==> src/rtl/vga_pkg.sv <==
package vga_pkg;

    // phases of one line or one frame, in scan order
    typedef enum logic [1:0] {
        ph_active = 2'd0,
        ph_front  = 2'd1,
        ph_pulse  = 2'd2,
        ph_back   = 2'd3
    } scan_phase_e;

    typedef enum logic [1:0] {
        mode_solid = 2'd0,
        mode_bars  = 2'd1,
        mode_grid  = 2'd2,
        mode_xor   = 2'd3
    } pattern_mode_e;

    typedef struct packed {
        logic [2:0] red;
        logic [2:0] green;
        logic [1:0] blue;
    } pixel_t;          // RRRGGGBB

    typedef struct packed {
        logic [7:0] red;
        logic [7:0] green;
        logic [7:0] blue;
    } rgb_t;

    typedef struct packed {
        logic [9:0] x;
        logic [9:0] y;
        logic       active;
        logic       hsync_n;
        logic       vsync_n;
        logic       frame_start;    // only at x 0, y 0
    } beam_t;

    typedef struct packed {
        logic        awvalid;
        logic [3:0]  awaddr;
        logic        wvalid;
        logic [31:0] wdata;
        logic [3:0]  wstrb;
        logic        bready;
        logic        arvalid;
        logic [3:0]  araddr;
        logic        rready;
    } axil_req_t;

    typedef struct packed {
        logic        awready;
        logic        wready;
        logic        bvalid;
        logic [1:0]  bresp;
        logic        arready;
        logic        rvalid;
        logic [31:0] rdata;
        logic [1:0]  rresp;
    } axil_rsp_t;

    localparam logic [3:0] reg_ctrl   = 4'h0;   // bit 0 enable, bits 2:1 mode
    localparam logic [3:0] reg_color  = 4'h4;   // bits 7:0 solid colour
    localparam logic [3:0] reg_frames = 4'h8;   // read only
    localparam logic [3:0] reg_status = 4'hc;   // read only, bit 0 vblank

    localparam logic [1:0] resp_okay   = 2'b00;
    localparam logic [1:0] resp_slverr = 2'b10;

endpackage

==> src/rtl/vga_timing.sv <==
module vga_timing import vga_pkg::*; #(
    parameter int h_active = 640,
    parameter int h_front  = 16,
    parameter int h_pulse  = 96,
    parameter int h_back   = 48,
    parameter int v_active = 480,
    parameter int v_front  = 10,
    parameter int v_pulse  = 2,
    parameter int v_back   = 33
) (
    input  logic  clk,
    input  logic  rst,
    output beam_t beam,
    output logic  vblank
);

    scan_phase_e h_phase;
    scan_phase_e v_phase;
    logic [9:0]  h_cnt;     // clocks spent in the current h phase
    logic [9:0]  v_cnt;     // lines spent in the current v phase
    logic [9:0]  x;
    logic [9:0]  y;
    logic [9:0]  h_len;
    logic [9:0]  v_len;
    logic        h_last;
    logic        v_last;
    logic        line_end;
    logic        frame_end;

    function automatic scan_phase_e next_phase(scan_phase_e ph);
        case (ph)
            ph_active: return ph_front;
            ph_front:  return ph_pulse;
            ph_pulse:  return ph_back;
            default:   return ph_active;
        endcase
    endfunction

    // length of the phase we are in
    always_comb begin
        case (h_phase)
            ph_active: h_len = 10'(h_active);
            ph_front:  h_len = 10'(h_front);
            ph_pulse:  h_len = 10'(h_pulse);
            default:   h_len = 10'(h_back);
        endcase
        case (v_phase)
            ph_active: v_len = 10'(v_active);
            ph_front:  v_len = 10'(v_front);
            ph_pulse:  v_len = 10'(v_pulse);
            default:   v_len = 10'(v_back);
        endcase
    end

    assign h_last    = (h_cnt == h_len - 10'd1);
    assign v_last    = (v_cnt == v_len - 10'd1);
    assign line_end  = h_last && (h_phase == ph_back);
    assign frame_end = line_end && v_last && (v_phase == ph_back);

    // horizontal machine, one step per clock
    always_ff @(posedge clk or posedge rst) begin
        if (rst) begin
            h_phase <= ph_active;
            h_cnt   <= '0;
            x       <= '0;
        end else begin
            if (h_last) begin
                h_phase <= next_phase(h_phase);
                h_cnt   <= '0;
            end else begin
                h_cnt <= h_cnt + 10'd1;
            end
            x <= line_end ? 10'd0 : x + 10'd1;
        end
    end

    // vertical machine only moves at the last clock of a line
    always_ff @(posedge clk or posedge rst) begin
        if (rst) begin
            v_phase <= ph_active;
            v_cnt   <= '0;
            y       <= '0;
        end else if (line_end) begin
            if (v_last) begin
                v_phase <= next_phase(v_phase);
                v_cnt   <= '0;
            end else begin
                v_cnt <= v_cnt + 10'd1;
            end
            y <= frame_end ? 10'd0 : y + 10'd1;
        end
    end

    always_comb begin
        beam.x           = x;
        beam.y           = y;
        beam.active      = (h_phase == ph_active) && (v_phase == ph_active);
        beam.hsync_n     = (h_phase != ph_pulse);   // sync is active low
        beam.vsync_n     = (v_phase != ph_pulse);
        beam.frame_start = (x == 10'd0) && (y == 10'd0);
    end

    assign vblank = (y >= 10'(v_active));

endmodule

==> src/rtl/vga_regs.sv <==
module vga_regs import vga_pkg::*; #(
    parameter int h_active = 640,
    parameter int v_active = 480
) (
    input  logic          clk,
    input  logic          rst,
    input  axil_req_t     axil_req,
    input  logic          frame_start,
    input  logic          vblank,
    output axil_rsp_t     axil_rsp,
    output logic          enable,
    output pattern_mode_e mode,
    output pixel_t        color
);

    logic        aw_rdy;    // drives awready and wready together
    logic        ar_rdy;
    logic        b_valid;
    logic [1:0]  b_resp;
    logic        r_valid;
    logic [31:0] r_data;
    logic [1:0]  r_resp;
    logic [31:0] frames;
    logic        wr_fire;
    logic        wr_ctrl;
    logic        ena_rise;
    logic [1:0]  wr_resp;
    logic [31:0] rd_data;
    logic [1:0]  rd_resp;

    // master holds address and data while ready is up, so that cycle is the handshake
    assign wr_fire  = aw_rdy;
    assign wr_ctrl  = wr_fire && axil_req.wstrb[0] && (axil_req.awaddr == reg_ctrl);
    assign ena_rise = wr_ctrl && axil_req.wdata[0] && !enable;

    always_comb begin
        case (axil_req.awaddr)
            reg_ctrl, reg_color, reg_frames, reg_status: wr_resp = resp_okay;
            default: wr_resp = resp_slverr;
        endcase

        rd_resp = resp_okay;
        rd_data = '0;
        case (axil_req.araddr)
            reg_ctrl:   rd_data = {29'd0, mode, enable};
            reg_color:  rd_data = {24'd0, color};
            reg_frames: rd_data = frames;
            // geometry readback above the vblank flag
            reg_status: rd_data = {16'(h_active), 12'(v_active), 3'd0, vblank};
            default:    rd_resp = resp_slverr;
        endcase
    end

    // handshake state
    always_ff @(posedge clk or posedge rst) begin
        if (rst) begin
            aw_rdy  <= 1'b0;
            ar_rdy  <= 1'b0;
            b_valid <= 1'b0;
            r_valid <= 1'b0;
        end else begin
            aw_rdy <= axil_req.awvalid && axil_req.wvalid && !b_valid && !aw_rdy;
            ar_rdy <= axil_req.arvalid && !r_valid && !ar_rdy;

            if (wr_fire) begin
                b_valid <= 1'b1;
            end else if (b_valid && axil_req.bready) begin
                b_valid <= 1'b0;
            end

            if (ar_rdy) begin
                r_valid <= 1'b1;
            end else if (r_valid && axil_req.rready) begin
                r_valid <= 1'b0;
            end
        end
    end

    // response payload, captured at the handshake
    always_ff @(posedge clk) begin
        if (wr_fire) begin
            b_resp <= wr_resp;
        end
        if (ar_rdy) begin
            r_data <= rd_data;
            r_resp <= rd_resp;
        end
    end

    always_ff @(posedge clk or posedge rst) begin
        if (rst) begin
            enable <= 1'b0;
            mode   <= mode_solid;
            color  <= '0;
            frames <= '0;
        end else begin
            if (wr_ctrl) begin
                enable <= axil_req.wdata[0];
                mode   <= pattern_mode_e'(axil_req.wdata[2:1]);
            end
            if (wr_fire && axil_req.wstrb[0] && (axil_req.awaddr == reg_color)) begin
                color <= pixel_t'(axil_req.wdata[7:0]);
            end

            if (ena_rise) begin
                frames <= '0;   // restart count on enable
            end else if (frame_start && enable) begin
                frames <= frames + 32'd1;
            end
        end
    end

    always_comb begin
        axil_rsp.awready = aw_rdy;
        axil_rsp.wready  = aw_rdy;
        axil_rsp.bvalid  = b_valid;
        axil_rsp.bresp   = b_resp;
        axil_rsp.arready = ar_rdy;
        axil_rsp.rvalid  = r_valid;
        axil_rsp.rdata   = r_data;
        axil_rsp.rresp   = r_resp;
    end

endmodule

==> src/rtl/pattern_gen.sv <==
module pattern_gen import vga_pkg::*; (
    input  logic          clk,
    input  logic          rst,
    input  beam_t         beam,
    input  pattern_mode_e mode,
    input  pixel_t        color,
    output pixel_t        pixel,
    output beam_t         beam_d
);

    // beam as seen in the blanking region, syncs released
    localparam beam_t beam_idle = '{
        x:           10'd0,
        y:           10'd0,
        active:      1'b0,
        hsync_n:     1'b1,
        vsync_n:     1'b1,
        frame_start: 1'b0
    };

    logic   on_grid;
    pixel_t next_pixel;

    always_comb begin
        on_grid = (beam.x[2:0] == 3'd0) || (beam.y[2:0] == 3'd0);   // every 8th row or column

        case (mode)
            mode_solid: next_pixel = color;
            mode_bars:  next_pixel = pixel_t'({1'b0, beam.x[9:3]});
            mode_grid:  next_pixel = on_grid ? pixel_t'(8'hff) : color;
            default:    next_pixel = pixel_t'(beam.x[7:0] ^ beam.y[7:0]);
        endcase
    end

    always_ff @(posedge clk or posedge rst) begin
        if (rst) begin
            pixel  <= '0;
            beam_d <= beam_idle;
        end else begin
            pixel  <= next_pixel;
            beam_d <= beam;     // keeps position in step with pixel
        end
    end

endmodule

==> src/rtl/vga_output.sv <==
module vga_output import vga_pkg::*; (
    input  logic       clk,
    input  logic       rst,
    input  pixel_t     pixel,
    input  beam_t      beam_d,
    input  logic       enable,
    output rgb_t       rgb,
    output logic       hsync_n,
    output logic       vsync_n,
    output logic       blank_n,
    output logic [9:0] x,
    output logic [9:0] y
);

    // widen by repeating the msbs into the low bits
    function automatic rgb_t expand(pixel_t p);
        rgb_t c;
        c.red   = {p.red, p.red, p.red[2:1]};
        c.green = {p.green, p.green, p.green[2:1]};
        c.blue  = {4{p.blue}};
        return c;
    endfunction

    always_ff @(posedge clk or posedge rst) begin
        if (rst) begin
            rgb     <= '0;
            hsync_n <= 1'b1;
            vsync_n <= 1'b1;
            blank_n <= 1'b0;
            x       <= '0;
            y       <= '0;
        end else begin
            rgb     <= (beam_d.active && enable) ? expand(pixel) : '0;
            blank_n <= beam_d.active;   // still marks the region when disabled
            hsync_n <= beam_d.hsync_n;
            vsync_n <= beam_d.vsync_n;
            x       <= beam_d.x;
            y       <= beam_d.y;
        end
    end

endmodule

==> src/rtl/vga_top.sv <==
module vga_top import vga_pkg::*; #(
    parameter int h_active = 640,
    parameter int h_front  = 16,
    parameter int h_pulse  = 96,
    parameter int h_back   = 48,
    parameter int v_active = 480,
    parameter int v_front  = 10,
    parameter int v_pulse  = 2,
    parameter int v_back   = 33
) (
    input  logic       clk,
    input  logic       rst,
    input  axil_req_t  axil_req,
    output axil_rsp_t  axil_rsp,
    output rgb_t       rgb,
    output logic       hsync_n,
    output logic       vsync_n,
    output logic       blank_n,
    output logic [9:0] x,
    output logic [9:0] y
);

    beam_t         beam;
    beam_t         beam_d;
    logic          vblank;
    logic          enable;
    pattern_mode_e mode;
    pixel_t        color;
    pixel_t        pixel;

    vga_timing #(
        .h_active (h_active),
        .h_front  (h_front),
        .h_pulse  (h_pulse),
        .h_back   (h_back),
        .v_active (v_active),
        .v_front  (v_front),
        .v_pulse  (v_pulse),
        .v_back   (v_back)
    ) i_vga_timing (
        .clk    (clk),
        .rst    (rst),
        .beam   (beam),
        .vblank (vblank)
    );

    vga_regs #(
        .h_active (h_active),
        .v_active (v_active)
    ) i_vga_regs (
        .clk         (clk),
        .rst         (rst),
        .axil_req    (axil_req),
        .frame_start (beam.frame_start),
        .vblank      (vblank),
        .axil_rsp    (axil_rsp),
        .enable      (enable),
        .mode        (mode),
        .color       (color)
    );

    pattern_gen i_pattern_gen (
        .clk    (clk),
        .rst    (rst),
        .beam   (beam),
        .mode   (mode),
        .color  (color),
        .pixel  (pixel),
        .beam_d (beam_d)
    );

    vga_output i_vga_output (
        .clk     (clk),
        .rst     (rst),
        .pixel   (pixel),
        .beam_d  (beam_d),
        .enable  (enable),
        .rgb     (rgb),
        .hsync_n (hsync_n),
        .vsync_n (vsync_n),
        .blank_n (blank_n),
        .x       (x),
        .y       (y)
    );

endmodule

==> config.mk <==
export PLATFORM = sky130hd
export DESIGN_NAME = vga_top
export DESIGN_NICKNAME = d
export VERILOG_FILES = /design/src/rtl/vga_pkg.sv /design/src/rtl/vga_timing.sv /design/src/rtl/vga_regs.sv /design/src/rtl/pattern_gen.sv /design/src/rtl/vga_output.sv /design/src/rtl/vga_top.sv
export SDC_FILE = /design/constraint.sdc
export NUM_CORES = 1
export LEC_CHECK = 0
export BUFFER_PORTS_ARGS = -buffer_cell sky130_fd_sc_hd__buf_2
export CORE_MARGIN = 2
export CORE_UTILIZATION = 38
export DETAILED_ROUTE_END_ITERATION = 8
export MAX_ROUTING_LAYER = met4
export PLACE_DENSITY_LB_ADDON = 0.15
export REMOVE_ABC_BUFFERS = 1
export SYNTH_ARGS = -nofsm -noshare
export SYNTH_HDL_FRONTEND = slang
export SYNTH_HIERARCHICAL = 1
export SYNTH_SLANG_ARGS = --single-unit
==> constraint.sdc <==
create_clock -name clk -period 3.1 [get_ports clk]
set_clock_uncertainty 0.05 [all_clocks]
set_input_delay 0.155 -clock clk [delete_from_list [all_inputs] [get_ports clk]]
set_output_delay 0.155 -clock clk [all_outputs]
set_load 0.05 [all_outputs]
==> summary.md <==
| Metric | Value |
|---|---|
| Status | completed |
| Least-Margin Pin Slew | 0.735 ns |
| Vias | 5933 |
| Post-Syn Area | ~0.0085 mm^2 |
| Post-CTS Setup Repair Bufs | 0 |
| RSZ-0062 raised after global routing | no |
| Worst setup SP type | register |
| WL per Instance | around 16 um |
| I/O Pins | 139 |
| CTS hold repair buffers | 16 |
| Final Max Slew Viols | 0 |
| Die H | 153 um |
| Clock Pin Slew Worst Setup and Hold Paths | about 0.080 ns |
| Arrival @ worst endpoint | 3.11 ns |
| Initial Utilization | 38.8% |
| Tightest Hold Check Type | input pin to register |
| TritonCTS Buffers | 17 |
| Clk Latency, worst-skew pair | about 0.44 ns |
| Power Dens Cells | 566 mW/mm^2 |
| Clock Path Buffers | 2 |
| Die width | 153 um |
| Final wirelength | 18500 um |
| Port Buffers | 109 |
| Detailed-route DRC error count | 0 |
| DRT Pass-1 Iters | 5 |
| Core footprint | 0.0218 mm^2 |
| All-Layer GR Usage | 16.8% |
| CTS tree | done |
| Max Cap Viol | 0 |
| FILL cells | 2029 |
| CTS Sinks | 187 |
| DR vias/cell | about 5.2 |
| Final Core Density | 45.9% |
| Starting DRT DRC Count | 351 |
| Critical-path maximum fanout | 12 |
| Crit share post-route | 90.7% |
| Die area | 0.0235 mm^2 |
| Share of cells above drive strength 1 | 25.4% |
| Power, Total | 5.67 mW |
| Synth warn | 6 |
| Largest net degree at the start of global routing | 37 |
| Multi-input gate area | 0.00322 mm^2 |
| CTS Root Cell | clkbuf_16 |
| Gpl congestion | between 0.8 and 0.9 |
| Placed Cells incl. Taps | between 1000 and 1500 |
| H-tree depth | 4 |
| Layout Area Growth over Synthesis | 18.5% |
| Initial antenna violation count | 1 |
| Rel. slew slack | between 50% and 60% |
| Routed Antenna Nets | 0 |
| Number of cell rows | 54 |
| Final Net Count | just over 900 |
| Hpwl dp | between 10000 and 15000 um |
| Final Instance Count excl. Fillers | ~1100 |
| Setup TNS | 0 ns |
| Worst VDD drop | 0.320 mV |
| Number of global-route vias before repair | 6000 |
| F_max | 0.356 GHz |
| Total grt overflow | 0 |
| Hold Violations, Final | 0 |
| Setup violators final | 0 |
| Synthesized instance count | 710 |
| Avg Synthesized Cell Area | 11.9 um^2 |
| Post_cts resized | 0 |
| First-pass GRT wire length | 30900 um |
| Reg area | around 0.0049 mm^2 |
| Crit Path Class | register to register |
| Leakage | around 4.5 nW |
| Critical path capture point type | register |
| Worst endpoint required time | 3.40 ns |
| Min cycle time layout | 2.81 ns |
[critical path: stages, from the launching register on]
cell     delay (ns)
dfrtp_1        0.48
nor4_1         0.38
nand4_1        0.13
nor2_1         0.17
buf_4          0.17
and4_1         0.25
nand4_4        0.22
or4b_2         0.70
a21oi_1        0.17
[state kept, by name (all words and copies together), names as in the netlist, 10 cells and up]
register / flops
i_vga_regs/frames: 32
i_vga_regs/r_data: 32
i_pattern_gen/beam_d: 23
i_vga_output/x: 10
i_vga_output/y: 10
i_vga_timing/h_cnt: 10
i_vga_timing/v_cnt: 10
i_vga_timing/x: 10
i_vga_timing/y: 10
[area by class of cell]
cell class / count / area share [%]
diodes: 1 / 0.0250
clock buffers: 17 / 4.25
clock inverters: 15 / 1.90
inverters: 26 / 0.974
multi-input cells: 459 / 32.2
flip-flops and latches: 187 / 48.4
well taps: 280 / 3.50
repair buffers: 148 / 8.77
[layout by cell type (no fill, tap or decap), types with 21 or more instances in the layout]
cell type and count:
nor2_1 48, and2_1 21, buf_2 109, a21oi_1 27, buf_4 23, inv_1 25, xnor2_1 21, nand3_1 24
dfrtp_1 149, o21ai_0 23, nand2_1 47, edfxtp_1 34
[metal layers]
| layer | up-vias | global-route usage (%) | share of wire, % |
|---|---|---|---|
| li1 | 2803 | - | - |
| met1 | 2978 | 22.7 | 48 |
| met2 | 139 | 26.1 | 47 |
| met3 | 13 | 3.15 | 4.1 |
| met4 | 0 | 4.54 | 0.88 |
| met5 | - | - | 0 |
[through the flow]
stage,hold slack [ns],setup slack (ns),instance area [um^2]
2_1_floorplan,0.207,0.472,8170
3_3_place_gp,0.109,0.359,9240
3_5_place_dp,0.117,0.287,9240
4_1_cts,0.126,0.262,10000
5_1_grt,0.161,0.0844,10000
6_report,0.140,0.288,10000
[power breakdown]
part           total (mW)  internal [mW]  switching [mW]
registers            2.77           2.64           0.131
clock network        2.20           1.11            1.09
logic               0.697          0.196           0.501
total                5.67           3.95            1.72
[final timing paths]
kind / endpoint / slack (ns) / cells after the start / startpoint
setup / recovery: i_vga_regs/frames[18]$_DFFE_PP0P_ / 0.29 / 8 / i_vga_timing/x[7]$_DFF_PP0_
hold / removal: i_vga_regs/r_resp[1]$_DFFE_PP_ / 0.14 / 2 / axil_req[2]
setup reg to reg: i_vga_regs/frames[18]$_DFFE_PP0P_ / 0.29 / 8 / i_vga_timing/x[7]$_DFF_PP0_
hold reg to reg: i_vga_output/y[1]$_DFF_PP0_ / 0.30 / 0 / i_pattern_gen/beam_d[5]$_DFF_PP0_
max in group asynchronous: i_vga_regs/frames[24]$_DFFE_PP0P_ / 1.93 / 4 / rst
min in group asynchronous: i_vga_timing/v_phase[0]$_DFFE_PP0P_ / 0.19 / 3 / rst
No activity file was read; power rests on OpenSTA's default activity.
